## config.mk

```make
export PLATFORM = sky130hd
export DESIGN_NAME = little_dinosaur
export DESIGN_NICKNAME = d
export VERILOG_FILES = /design/src/dino_pkg.sv /design/src/little_dinosaur.sv /design/src/display_drive.sv /design/src/score_counter.sv /design/src/dino_ctrl.sv /design/src/field_scroll.sv /design/src/obstacle_gen.sv
export SDC_FILE = /design/constraint.sdc
export NUM_CORES = 1
export LEC_CHECK = 0
export BUFFER_PORTS_ARGS = -buffer_cell sky130_fd_sc_hd__buf_2
export CORE_AREA = 4 4 133 135
export DETAILED_ROUTE_END_ITERATION = 10
export DIE_AREA = 0 0 137 139
export MAX_ROUTING_LAYER = met4
export SLEW_MARGIN = 20
export SYNTH_ARGS = -nofsm -noshare
export SYNTH_HDL_FRONTEND = slang
export SYNTH_SLANG_ARGS = --single-unit
export TNS_END_PERCENT = 100
```

## constraint.sdc

```tcl
create_clock -name i_unit_clk -period 2.7 [get_ports i_unit_clk]
set_input_delay 0.27 -clock i_unit_clk [delete_from_list [all_inputs] [get_ports i_unit_clk]]
set_output_delay 0.27 -clock i_unit_clk [all_outputs]
set_load 0.01 [all_outputs]
```

## src/dino_pkg.sv

```systemverilog
`default_nettype none

package dino_pkg;

    localparam int FIELD_ROWS = 8;
    localparam int FIELD_COLS = 16;    // 0..7 on matrix 1, 8..15 on matrix 2
    localparam int GAP_LEN    = 4;     // steps between obstacle columns
    localparam int DINO_COL   = 1;
    localparam int DINO_TALL  = 2;
    localparam int HEIGHT_MAX = 6;     // highest bottom row of the sprite
    localparam int LIFE_INIT  = 3;
    localparam int SCORE_DIV  = 16;

    localparam logic [31:0] LFSR_SEED = 32'h1;

    // one field column, bit r is row r, row 0 at the bottom
    typedef logic [FIELD_ROWS-1:0] col_t;

    // index 0 is the column nearest the dinosaur
    typedef col_t [FIELD_COLS-1:0] field_t;

    typedef struct packed {
        logic [3:0] d3;
        logic [3:0] d2;
        logic [3:0] d1;
        logic [3:0] d0;
    } score_t;

    typedef struct packed {
        logic [7:0] row_n;    // active low
        col_t       col1;
        col_t       col2;
    } matrix_t;

    // picked by the low three lfsr bits
    localparam col_t OBSTACLE_PATTERNS [0:7] = '{
        8'h07, 8'h0f, 8'h03, 8'h07,
        8'h09, 8'h0e, 8'h0b, 8'h00
    };

    // rows taken by the dinosaur standing at the given height
    function automatic col_t dino_cells(input logic [2:0] height);
        return col_t'(((1 << DINO_TALL) - 1) << height);
    endfunction

endpackage

`default_nettype wire
```

## src/little_dinosaur.sv

```systemverilog
`timescale 1ns/1ps
`default_nettype none

module little_dinosaur (
    input  wire logic           i_unit_clk,
    input  wire logic           i_restart,
    input  wire logic           i_stop,
    input  wire logic           i_up,
    input  wire logic           i_down,
    output dino_pkg::matrix_t   o_matrix,
    output logic [3:0][6:0]     o_ssd,
    output logic [2:0]          o_life
);

    logic              step;
    dino_pkg::col_t    new_col;
    dino_pkg::field_t  field;
    logic [2:0]        height;
    dino_pkg::score_t  score;

    obstacle_gen u_obstacle_gen (
        .i_unit_clk (i_unit_clk),
        .i_restart  (i_restart),
        .i_step     (step),
        .o_new_col  (new_col)
    );

    field_scroll u_field_scroll (
        .i_unit_clk (i_unit_clk),
        .i_restart  (i_restart),
        .i_step     (step),
        .i_new_col  (new_col),
        .o_field    (field)
    );

    dino_ctrl u_dino_ctrl (
        .i_unit_clk (i_unit_clk),
        .i_restart  (i_restart),
        .i_stop     (i_stop),
        .i_up       (i_up),
        .i_down     (i_down),
        .i_field    (field),
        .o_step     (step),
        .o_height   (height),
        .o_life     (o_life)
    );

    score_counter u_score_counter (
        .i_unit_clk (i_unit_clk),
        .i_restart  (i_restart),
        .i_step     (step),
        .o_score    (score)
    );

    display_drive u_display_drive (
        .i_unit_clk (i_unit_clk),
        .i_restart  (i_restart),
        .i_field    (field),
        .i_height   (height),
        .i_score    (score),
        .o_matrix   (o_matrix),
        .o_ssd      (o_ssd)
    );

endmodule

`default_nettype wire

```

## src/display_drive.sv

```systemverilog
`timescale 1ns/1ps
`default_nettype none

module display_drive (
    input  wire logic             i_unit_clk,
    input  wire logic             i_restart,
    input  wire dino_pkg::field_t i_field,
    input  wire logic [2:0]       i_height,
    input  wire dino_pkg::score_t i_score,
    output dino_pkg::matrix_t     o_matrix,
    output logic [3:0][6:0]       o_ssd
);

    logic [2:0]     row_idx;
    logic [2:0]     row_bit;    // field row shown on the selected matrix row
    dino_pkg::col_t body;
    logic [7:0]     col1_bits;
    logic [7:0]     col2_bits;

    // matrix row 0 is the top and field row 0 the bottom
    assign row_bit = 3'(dino_pkg::FIELD_ROWS - 1) - row_idx;
    assign body    = dino_pkg::dino_cells(i_height);

    always_comb
    begin
        for (int c = 0; c < 8; c++)
        begin
            col1_bits[c] = i_field[c][row_bit];
            col2_bits[c] = i_field[c + 8][row_bit];
        end
        // sprite drawn over matrix 1 only
        col1_bits[dino_pkg::DINO_COL] = col1_bits[dino_pkg::DINO_COL] | body[row_bit];
    end

    // scan never stops even when paused
    always_ff @(posedge i_unit_clk or negedge i_restart)
    begin
        if (!i_restart)
        begin
            row_idx        <= '0;
            o_matrix.row_n <= '1;
            o_matrix.col1  <= '0;
            o_matrix.col2  <= '0;
        end
        else
        begin
            row_idx        <= row_idx + 3'd1;
            o_matrix.row_n <= ~(8'd1 << row_bit);
            o_matrix.col1  <= col1_bits;
            o_matrix.col2  <= col2_bits;
        end
    end

    // active low segments with g first
    function automatic logic [6:0] seg7(input logic [3:0] digit);
        case (digit)
            4'h0: return 7'b1000000;
            4'h1: return 7'b1111001;
            4'h2: return 7'b0100100;
            4'h3: return 7'b0110000;
            4'h4: return 7'b0011001;
            4'h5: return 7'b0010010;
            4'h6: return 7'b0000010;
            4'h7: return 7'b1111000;
            4'h8: return 7'b0000000;
            4'h9: return 7'b0010000;
            4'ha: return 7'b0001000;
            4'hb: return 7'b0000011;
            4'hc: return 7'b1000110;
            4'hd: return 7'b0100001;
            4'he: return 7'b0000110;
            default: return 7'b0001110;    // f
        endcase
    endfunction

    assign o_ssd[0] = seg7(i_score.d0);
    assign o_ssd[1] = seg7(i_score.d1);
    assign o_ssd[2] = seg7(i_score.d2);
    assign o_ssd[3] = seg7(i_score.d3);

endmodule

`default_nettype wire

```

## src/score_counter.sv

```systemverilog
`timescale 1ns/1ps
`default_nettype none

module score_counter (
    input  wire logic           i_unit_clk,
    input  wire logic           i_restart,
    input  wire logic           i_step,
    output dino_pkg::score_t    o_score
);

    logic [$clog2(dino_pkg::SCORE_DIV)-1:0] prescale;
    logic        tick;
    logic [15:0] score_next;

    assign tick = (prescale == dino_pkg::SCORE_DIV - 1);

    // carries ripple across the hex digits, ffff wraps to 0000
    assign score_next = o_score + 16'd1;

    always_ff @(posedge i_unit_clk or negedge i_restart)
    begin
        if (!i_restart)
        begin
            prescale <= '0;
        end
        else if (i_step)
        begin
            if (tick)
                prescale <= '0;
            else
                prescale <= prescale + 1'b1;
        end
    end

    always_ff @(posedge i_unit_clk or negedge i_restart)
    begin
        if (!i_restart)
        begin
            o_score <= '0;
        end
        else if (i_step && tick)
        begin
            o_score <= dino_pkg::score_t'(score_next);
        end
    end

endmodule

`default_nettype wire

```

## src/dino_ctrl.sv

```systemverilog
`timescale 1ns/1ps
`default_nettype none

module dino_ctrl (
    input  wire logic             i_unit_clk,
    input  wire logic             i_restart,
    input  wire logic             i_stop,
    input  wire logic             i_up,
    input  wire logic             i_down,
    input  wire dino_pkg::field_t i_field,
    output logic                  o_step,
    output logic [2:0]            o_height,
    output logic [2:0]            o_life
);

    dino_pkg::col_t body;
    logic           hit;

    // game runs while not paused and lives remain
    assign o_step = !i_stop && (o_life != 3'd0);

    // compare against the column under the dinosaur before it moves
    assign body = dino_pkg::dino_cells(o_height);
    assign hit  = |(i_field[dino_pkg::DINO_COL] & body);

    always_ff @(posedge i_unit_clk or negedge i_restart)
    begin
        if (!i_restart)
        begin
            o_height <= '0;
        end
        else if (o_step)
        begin
            if (i_up)
            begin
                if (o_height != 3'(dino_pkg::HEIGHT_MAX))
                    o_height <= o_height + 3'd1;
            end
            else if (i_down)
            begin
                if (o_height != 3'd0)
                    o_height <= o_height - 3'd1;
            end
        end
    end

    // up wins when both buttons are held

    always_ff @(posedge i_unit_clk or negedge i_restart)
    begin
        if (!i_restart)
        begin
            o_life <= 3'(dino_pkg::LIFE_INIT);
        end
        else if (o_step && hit)
        begin
            o_life <= o_life - 3'd1;    // step needs a life so never below zero
        end
    end

endmodule

`default_nettype wire

```

## src/field_scroll.sv

```systemverilog
`timescale 1ns/1ps
`default_nettype none

module field_scroll (
    input  wire logic           i_unit_clk,
    input  wire logic           i_restart,
    input  wire logic           i_step,
    input  wire dino_pkg::col_t i_new_col,
    output dino_pkg::field_t    o_field
);

    dino_pkg::field_t field_next;

    // everything moves one column toward the dinosaur
    always_comb
    begin
        for (int c = 0; c < dino_pkg::FIELD_COLS - 1; c++)
        begin
            field_next[c] = o_field[c + 1];
        end
        field_next[dino_pkg::FIELD_COLS - 1] = i_new_col;    // enters at the far edge
    end

    always_ff @(posedge i_unit_clk or negedge i_restart)
    begin
        if (!i_restart)
        begin
            o_field <= '0;
        end
        else if (i_step)
        begin
            o_field <= field_next;
        end
    end

endmodule

`default_nettype wire

```

## src/obstacle_gen.sv

```systemverilog
`timescale 1ns/1ps
`default_nettype none

module obstacle_gen (
    input  wire logic           i_unit_clk,
    input  wire logic           i_restart,
    input  wire logic           i_step,
    output dino_pkg::col_t      o_new_col
);

    logic [32:1] lfsr;    // numbered from 1 like the tap list
    logic        feedback;
    logic [$clog2(dino_pkg::GAP_LEN)-1:0] gap_cnt;
    logic        spawn;

    // taps 32, 22, 2, 1
    assign feedback = lfsr[32] ~^ lfsr[22] ~^ lfsr[2] ~^ lfsr[1];

    assign spawn = (gap_cnt == dino_pkg::GAP_LEN - 1);

    always_ff @(posedge i_unit_clk or negedge i_restart)
    begin
        if (!i_restart)
        begin
            lfsr    <= dino_pkg::LFSR_SEED;
            gap_cnt <= '0;
        end
        else if (i_step)
        begin
            lfsr <= {lfsr[31:1], feedback};
            if (spawn)
                gap_cnt <= '0;
            else
                gap_cnt <= gap_cnt + 1'b1;
        end
    end

    // empty columns between obstacles keep them apart
    always_ff @(posedge i_unit_clk or negedge i_restart)
    begin
        if (!i_restart)
        begin
            o_new_col <= '0;
        end
        else if (i_step)
        begin
            if (spawn)
                o_new_col <= dino_pkg::OBSTACLE_PATTERNS[lfsr[3:1]];
            else
                o_new_col <= '0;
        end
    end

endmodule

`default_nettype wire

```

Word-level counts from Yosys, hierarchy flattened

Memories as Yosys holds them, arrays and structs flattened.
Cells that the tools add are included.

Equality and inequality tests: 4
Shift-type cells: 2
Order comparisons: 2
Multiplexer cells: 43
Reductions and logical operators: 10
Add/sub/neg operators: 8
Bitwise operators: 7

Operators by type and width:

| cell                                                       | count |
|---|---|
| binary-select mux 1 bit (select 3 bit)                     | 17 |
| 2-to-1 mux 8 bit                                           | 3 |
| 2-to-1 mux 1 bit                                           | 17 |
| adder 16 x 1 -> 16 bit, second input constant              | 1 |
| 2-to-1 mux 3 bit                                           | 4 |
| bitwise AND 8 bit                                          | 1 |
| NOT 8 bit                                                  | 1 |
| OR reduction 8 bit                                         | 1 |
| left shift 1 x 3 -> 8 bit, first input constant            | 1 |
| left shift 2 x 3 -> 8 bit, first input constant            | 1 |
| adder 3 x 1 -> 3 bit, second input constant                | 2 |
| nonzero test 3 bit                                         | 2 |
| subtractor 3 x 1 -> 3 bit, second input constant           | 2 |
| adder 4 x 1 -> 4 bit, second input constant                | 1 |
| equality test 4 bit, second input constant                 | 1 |
| >= comparator 4 bit, second input constant                 | 1 |
| less-than comparator 3 x 4 -> 1 bit, second input constant | 1 |
| 2-to-1 mux 4 bit                                           | 1 |
| NOT 3 -> 4 bit                                             | 1 |
| AND reduction 4 bit                                        | 1 |
| nonzero test 2 bit                                         | 2 |
| logical AND 1 bit                                          | 3 |
| inequality test 3 bit, second input constant               | 1 |
| subtractor 3 bit, first input constant                     | 1 |
| 7 further kinds                                            | 9 |

Output and inout port bits: 55
Bits in read-only memories: 512
Word-level logic and storage cells: 111
Register bits after elaboration: 223
Input bits: 5
Memories: 5

Memory list:

| name            | words | width | read ports | clocked after memory_dff | wr ports | line                | text |
|---|---|---|---|---|---|---|---|
| (no name shown) | 16    | 7     | 1          | 0                        | 0        | display_drive.sv:56 | `case (digit)` |
| (no name shown) | 16    | 7     | 1          | 0                        | 0        | display_drive.sv:56 |  |
| (no name shown) | 16    | 7     | 1          | 0                        | 0        | display_drive.sv:56 |  |
| (no name shown) | 16    | 7     | 1          | 0                        | 0        | display_drive.sv:56 |  |
| (no name shown) | 8     | 8     | 1          | 0                        | 0        | obstacle_gen.sv:48  | `o_new_col <= dino_pkg::OBSTACLE_PATTERNS[lfsr[3:1]];` |

Logic depth before layout (Yosys ltp)

Gate-level depths: netlist of the first run.

Depth in word-level cells: 5
Mapped depth: 9
Gate-level depth less buffers: 7

Cells and area by module

A second synthesis of the first run with hierarchy kept.

Cells, all modules: 767
Area, all modules: 10590.2 um2

By module, submodules not included:

| module        | sequential area each (um2) | area an instance (um2) | instances | cells each |
|---|---|---|---|---|
| field_scroll  | 3203.1                     | 4822.1                 | 1         | 270 |
| display_drive | 685.7                      | 2846.5                 | 1         | 270 |
| obstacle_gen  | 952.2                      | 1571.5                 | 1         | 109 |
| score_counter | 500.5                      | 909.6                  | 1         | 77 |
| dino_ctrl     | 152.6                      | 440.4                  | 1         | 41 |

Worst setup path before layout of the first run

Ideal clock, no wire load.

Path kind: register to register
Start: register u_dino_ctrl.o_life[0]
End: register u_score_counter.o_score[15] (netlist bit)
Data required time: 2.564 ns
Period minus slack after synthesis: 2.181 ns
Arrival time: 2.046 ns
Path buffers: 0
Cell stages (with the launch flop): 8
Setup time: 0.136 ns
Setup slack: 0.519 ns
Path through: dfstp_2 > inv_1 > ha_1 > ha_1 > or2_4 > nor4_1 > nand4_1 > xnor2_1

Longest elaborated chain between the ends: 3

RTL lines:

| what                   | line                | text |
|---|---|---|
| start, declared        | dino_ctrl.sv:13     | `output logic [2:0] o_life` |
| start signal, assigned | dino_ctrl.sv:53     | `o_life <= 3'(dino_pkg::LIFE_INIT);` |
| start signal, assigned | dino_ctrl.sv:57     | `o_life <= o_life - 3'd1;` |
| nonzero test 3 bit     | dino_ctrl.sv:20     | `assign o_step = !i_stop && (o_life != 3'd0);` |
| logical AND 1 bit      | dino_ctrl.sv:20     |  |
| logical AND 1 bit      | score_counter.sv:41 | `else if (i_step && tick)` |
| end signal, assigned   | score_counter.sv:43 | `o_score <= dino_pkg::score_t'(score_next);` |
| end, declared          | score_counter.sv:8  | `output dino_pkg::score_t o_score` |

No other way between the ends.
A chain may end at the register's enable or synchronous reset.

Final worst setup path of the first run

Start: register u_dino_ctrl.o_life[0]
End: register u_score_counter.o_score[11] (netlist bit)

Same word-level chain as after synthesis.

==> impl_metrics.env, run 1 <==
export IMPL_powerDensity_mw_per_mm2=811
export IMPL_synth_top_cells_by_count="nand2_1, dfrtp_1, ha_1"
export IMPL_grt_max_degree=104
export IMPL_cts_tree="done"
export IMPL_place_area_mm2=0.00802
export IMPL_period_share_pct=88.8
export IMPL_crit_chain="inv_1, ha_1, ha_1, or2_4, or4_4, nor3_2, xor2_1"
export IMPL_wire_per_inst_um=13.4
export IMPL_synthCells=795
export IMPL_cts_sinks=155
export IMPL_layout_setup_ws_ns=0.304
export IMPL_p_leak_uw=0.00446
export IMPL_synth_largest_area_cell="dfrtp_1"
export IMPL_cts_root_buf="clkbuf_16"
export IMPL_die_area_mm2=0.0190
export IMPL_clock_fmax_mhz=417
export IMPL_crit_path_top_delay_cell="or4_4"
export IMPL_slew_headroom_pct=33.6
export IMPL_first_pass_iters=5
export IMPL_core_area_mm2=0.0165
export IMPL_final_cell_area_mm2=0.00867
export IMPL_finClkSkew_ns=0.00556
export IMPL_die_y_um=139
export IMPL_critPathRequiredTime_ns=3.03
export IMPL_drv_slew=0
export IMPL_dr_wl_met2_um=7160
export IMPL_synthToLayoutAreaGrowth_pct=15.3
export IMPL_nets=885
export IMPL_async_flop_share_pct=100
export IMPL_fp_row_count=47
export IMPL_fp_dieW_um=137
export IMPL_place_hpwl_um=9180
export IMPL_crit_path_start_kind="flop"
export IMPL_worstHoldPathType="input port to flop"
export IMPL_synth_edf_count=0
export IMPL_path_common_cell="ha_1"
export IMPL_grt_pass1_vias=5363
export IMPL_ys_seq_elements=155
export IMPL_synthTopCellsByArea="dfrtp_1, nand2_1, ha_1, mux4_2, dfstp_2"
export IMPL_routed_wirelength_um=14300
export IMPL_wl_met3_um=446
export IMPL_syn_nets=842
export IMPL_post_cts_resized=0
export IMPL_routed_top_layer="met4"
export IMPL_max_clock_path_buffers=2
export IMPL_diodes=0
export IMPL_synth_top_area_share_pct=47.9
export IMPL_drive_above_1_share_pct=16.1
export IMPL_r2r_cells=7
export IMPL_max_stage_delay_ns=0.56
export IMPL_tns_ns=0
export IMPL_drv_cap=0
export IMPL_vias=5337
export IMPL_drc=0
export IMPL_num_io_pins=60
export IMPL_setup_viol=0
export IMPL_vias_per_cell=4.98
export IMPL_status="finished, final reports clean"
export IMPL_ant_nets=0
export IMPL_grt_pass1_wl_um=24900
export IMPL_critPathKind="flop to flop"
export IMPL_ys_flop_type="dfrtp_1"
export IMPL_clk_pin_slew_ns=0.06
export IMPL_multiInputGateArea_mm2=0.00336
export IMPL_place_port_buffers=59
export IMPL_clk_latency_ns=0.41
export IMPL_wirelength_met1_um=6560
export IMPL_grt_antenna_before_repair=0
export IMPL_syn_area_mm2=0.00752
export IMPL_crit_path_end_kind="flop"
export IMPL_start_util_pct=45.7
export IMPL_gr_total_overflow=0
export IMPL_rsz0062_at_grt="false"
export IMPL_drtIter0Drc=318
export IMPL_min_delay_path_depth=4
export IMPL_final_hold_violation_count=0
export IMPL_postSynthAreaPerCell_um2=9.46
export IMPL_cp_max_fo=34
export IMPL_seq_area_frac_synth_pct=51.8
export IMPL_period_needed_ns=2.40
export IMPL_ir_drop_mv=0.468
export IMPL_cts_buffers=17
export IMPL_dpl_worst_slack_ns=0.306
export IMPL_crit_arrival_ns=2.73
export IMPL_worstMarginPinSlew_ns=0.996
export IMPL_yosys_cell_count_top_type="nand2_1"
export IMPL_cts_max_level=4
export IMPL_register_area_mm2=0.00389
export IMPL_nFillCells=1460
export IMPL_grt_usage_pct=16.4
export IMPL_gp_congestion=0.770
export IMPL_synth_cell_types=41
export IMPL_yosys_warnings=0
## flip-flops by register name, indices dropped and copies added, names as in the netlist
register / count
u_field_scroll.o_field: 64
u_obstacle_gen.lfsr: 32
u_display_drive.o_matrix: 24
u_score_counter.o_score: 16
u_obstacle_gen.o_new_col: 4
u_score_counter.prescale: 4
u_dino_ctrl.o_height: 3
u_dino_ctrl.o_life: 3
u_display_drive.row_idx: 3
u_obstacle_gen.gap_cnt: 2
## path summary, 6_finish.rpt
kind / startpoint / end / slack (ns)
max: u_dino_ctrl.o_life[0] / u_score_counter.o_score[11] / 0.30
min: i_up / u_dino_ctrl.o_height[2] / 0.36
max reg2reg: u_dino_ctrl.o_life[0] / u_score_counter.o_score[11] / 0.30
min reg2reg: u_field_scroll.o_field[0] / u_field_scroll.o_field[0] / 0.47
max in group asynchronous: i_restart / u_obstacle_gen.lfsr[1] / 1.60
min in group asynchronous: i_restart / u_score_counter.o_score[14] / 0.40
## cell usage in the layout, fill, tap and decap left out, drive strengths merged, types with 4 or more instances in the layout
master / n
nand3: 6
a22o: 4
nor3: 8
nand2b: 4
buf: 67
mux2i: 14
bufinv: 4
nand2: 331
nor2b: 7
inv: 27
dfstp: 11
ha: 41
a21oi: 14
clkinv: 7
mux2: 4
dfrtp: 144
mux4: 17
xnor2: 20
nor2: 22
clkbuf: 20
and2: 16
o21ai: 26
nand4: 6
## worst max-delay path: cells and delay by family (launching register included)
family | cells | cell delay (ns)
XOR/XNOR | 1 | 0.16
adder cells (fa/ha/maj) | 2 | 0.41
buffers and inverters | 1 | 0.06
flip-flops | 1 | 0.53
AND/OR/NAND/NOR | 3 | 1.16
## layer usage
| metal | vias to the layer above | global-route usage [%] |
|---|---|---|
| met1 | 2615 | 20.7 |
| met2 | 66 | 26.2 |
| met3 | 14 | 4.06 |
| li1 | 2642 | - |
| met5 | - | - |
| met4 | 0 | 4.62 |
## cell families (layout without fill, tap and decap cells)
logic type	after synthesis	in the layout	synth area share, %
mux	35	35	7.55
xor+xnor	23	23	2.68
flops	155	155	51.8
fa+ha+maj	42	42	7.09
simple gates	414	414	22.8
compound gates	56	56	4.39
buf+inv	70	126	3.68
## report_power, final
part           internal, uW  switching, uW  leakage, uW
combinational           600            707      0.00210
sequential             2790            401      0.00205
clock                  1620            915     0.000320
total                  5000           2020      0.00446
## stage by stage
step           util [%]  power (uW)  hold slack [ns]  std cells
2_1_floorplan         -        4100          -0.0256        795
6_report           52.6        7030            0.365       1071
3_5_place_dp       48.7        4550            0.281       1038
4_1_cts            52.6        7110            0.344       1071
5_1_grt            52.6        7470            0.342       1071
3_3_place_gp       48.7        4470            0.269       1038
## layout make-up
type                       count  area share, %
timing repair buffer          68           4.72
sequential                   155           44.9
multi-input combinational    570           38.7
clock buffer                  20           5.38
clock inverter                12           1.93
inverter                      26           1.13
tap                          220           3.18
## timing repair
action                    CTS  global route
hold endpoints to repair   46             0
setup buffers               0             0
hold buffers                1             0
Note: power is estimated with default switching activity, not from simulation.
==> run 2: changes to the inputs <==
--- a/config.mk
+++ b/config.mk
@@ -7,9 +7,11 @@
 export LEC_CHECK = 0
 export BUFFER_PORTS_ARGS = -buffer_cell sky130_fd_sc_hd__buf_2
 export CORE_AREA = 4 4 133 135
+export CTS_BUF_LIST = sky130_fd_sc_hd__clkbuf_4 sky130_fd_sc_hd__clkbuf_8
 export DETAILED_ROUTE_END_ITERATION = 10
 export DIE_AREA = 0 0 137 139
 export MAX_ROUTING_LAYER = met4
+export PLACE_DENSITY = 0.66
 export SLEW_MARGIN = 20
 export SYNTH_ARGS = -nofsm -noshare
 export SYNTH_HDL_FRONTEND = slang
==> constraint.sdc (replaced) <==
create_clock -name i_unit_clk -period 2.2 [get_ports i_unit_clk]
set_input_delay 0.22 -clock i_unit_clk [delete_from_list [all_inputs] [get_ports i_unit_clk]]
set_output_delay 0.22 -clock i_unit_clk [all_outputs]
set_load 0.01 [all_outputs]
==> impl_metrics.env, run 2 (synthesis results as in run 1) <==
export IMPL_grt_pass1_vias=5096
export IMPL_finClkSkew_ns=0.00878
export IMPL_r2r_start="u_dino_ctrl.o_life[0]"
export IMPL_nets=901
export IMPL_max_clock_path_buffers=2
export IMPL_worstMarginPinSlew_ns=0.900
export IMPL_final_cell_mix="nand2_1, dfrtp_1, buf_2"
export IMPL_use_met1_pct=20.9
export IMPL_synthToLayoutAreaGrowth_pct=15.8
export IMPL_status="finished, final reports clean"
export IMPL_gr_total_overflow=0
export IMPL_grt_max_degree=73
export IMPL_drc=0
export IMPL_die_area_mm2=0.0190
export IMPL_drv_slew=0
export IMPL_finalPower_uw=7990
export IMPL_core_area_mm2=0.0165
export IMPL_cts_buffers=17
export IMPL_tns_ns=0
export IMPL_dpl_cell_count=1046
export IMPL_powerDensity_mw_per_mm2=918
export IMPL_reg_largest_list="u_field_scroll.o_field (64), u_obstacle_gen.lfsr (32), u_display_drive.o_matrix (24)"
export IMPL_crit_arrival_ns=1.94
export IMPL_period_share_pct=98.3
export IMPL_drtIter0Drc=329
export IMPL_switching_power_uw=2340
export IMPL_ir_drop_mv=0.432
export IMPL_cp_max_fo=7
export IMPL_crit_path_top_delay_cell="dfrtp_2"
export IMPL_worstHoldPathType="input port to async pin"
export IMPL_rsz0062_at_grt="true"
export IMPL_clk_latency_ns=0.44
export IMPL_wire_per_inst_um=12.4
export IMPL_r2r_cells=7
export IMPL_cpLargestDelayFamily="flip-flops"
export IMPL_cts_tree="done"
export IMPL_vias_per_cell=4.85
export IMPL_power_frac_seq_pct=48.7
export IMPL_busiest_layer="met2"
export IMPL_crit_path_start_kind="flop"
export IMPL_place_hpwl_um=8390
export IMPL_crit_chain="inv_2, ha_1, inv_1, mux4_2, buf_2"
export IMPL_stdcell_count=1087
export IMPL_drv_cap=0
export IMPL_max_stage_delay_ns=0.46
export IMPL_critPathKind="flop to output pin"
export IMPL_routed_wirelength_um=13400
export IMPL_clk_pin_slew_ns=0.08
export IMPL_cts_root_buf="clkbuf_8"
export IMPL_r2r_end="u_dino_ctrl.o_height[1]"
export IMPL_nFillCells=1496
export IMPL_drive_above_1_share_pct=20.2
export IMPL_final_hold_violation_count=0
export IMPL_grt_pass1_wl_um=23800
export IMPL_cts_sinks=155
export IMPL_diodes=0
export IMPL_crit_path_end_kind="output pin"
export IMPL_switching_share_pct=29.3
export IMPL_grtUsageMet3_pct=3.41
export IMPL_setup_viol=0
export IMPL_crit_buf_inv=3
export IMPL_fp_row_count=47
export IMPL_largest_register_ffs=64
export IMPL_grt_antenna_before_repair=0
export IMPL_pwr_share_comb_pct=21.0
export IMPL_p_leak_uw=0.00447
export IMPL_die_y_um=139
export IMPL_ant_nets=0
export IMPL_clock_fmax_mhz=462
export IMPL_slew_headroom_pct=40.0
export IMPL_vias=5271
export IMPL_final_common_cell="nand2_1"
export IMPL_grt_usage_pct=15.7
export IMPL_period_needed_ns=2.16
export IMPL_first_pass_iters=4
export IMPL_critPathRequiredTime_ns=1.98
export IMPL_rrSetupSlack_ns=0.14
export IMPL_start_util_pct=45.7
export IMPL_cts_max_level=4
export IMPL_use_met2_pct=24.1
export IMPL_place_port_buffers=59
export IMPL_gp_congestion=0.761
export IMPL_pwr_share_clk_pct=30.3
export IMPL_num_io_pins=60
export IMPL_p_int_uw=5650
export IMPL_top_register="u_field_scroll.o_field"
export IMPL_fp_dieW_um=137
-- run 2: area by class of cell --
| class | count | area, um^2 | area share [%] |
|---|---|---|---|
| Clock buffer | 26 | 327 | 3.75 |
| Clock inverter | 6 | 133 | 1.52 |
| Inverter | 26 | 100 | 1.15 |
| Multi-Input combinational cell | 570 | 3410 | 39.1 |
| Sequential cell | 155 | 3900 | 44.8 |
| Tap cell | 220 | 275 | 3.16 |
| Timing Repair Buffer | 84 | 562 | 6.45 |
-- run 2: how the worst max path moves through the flow --
stage	start	to	cells past startpoint
5_1_grt	u_score_counter.o_score[1]	o_ssd[0]	6
3_5_place_dp	u_dino_ctrl.o_life[0]	u_score_counter.o_score[11]	7
3_3_place_gp	u_dino_ctrl.o_life[0]	u_score_counter.o_score[11]	7
6_report	u_score_counter.o_score[0]	o_ssd[3]	5
2_1_floorplan	u_dino_ctrl.o_life[0]	u_score_counter.o_score[15]	7
4_1_cts	u_score_counter.o_score[1]	o_ssd[0]	6
-- run 2: power by group through the flow --
stage	combinational (uW)	clock (uW)	sequential, uW
2_1_floorplan	1230	0	3810
3_3_place_gp	1610	0	3930
3_5_place_dp	1650	0	3940
4_1_cts	1660	2500	3900
5_1_grt	1950	2620	3990
6_report	1680	2420	3890
-- run 2: repair_timing --
item                                    CTS  global route
resized for setup                         9            20
endpoints found under the hold margin    31             0
hold buffers                              1             0
cloned                                    0             0
endpoints found under the setup margin    5            32
buffers inserted                          1             7
pin swaps                                 1             1
-- run 2: routing by layer --
metal / share of wire, % / vias up
li1: - / 2673
met1: 48 / 2540
met2: 48 / 47
met3: 2.9 / 11
met4: 1.0 / 0
met5: 0 / -
-- run 2: stage by stage --
stage,util (%),setup slack (ns),area (um^2),hold slack [ns]
floorplan,-,0.0186,7520,-0.0756
global placement,49.2,0.0761,8110,0.131
detailed placement,49.2,0.0194,8110,0.138
CTS,52.2,-0.0434,8590,0.204
global route,52.9,-0.0645,8710,0.243
finish,52.9,0.0375,8710,0.235
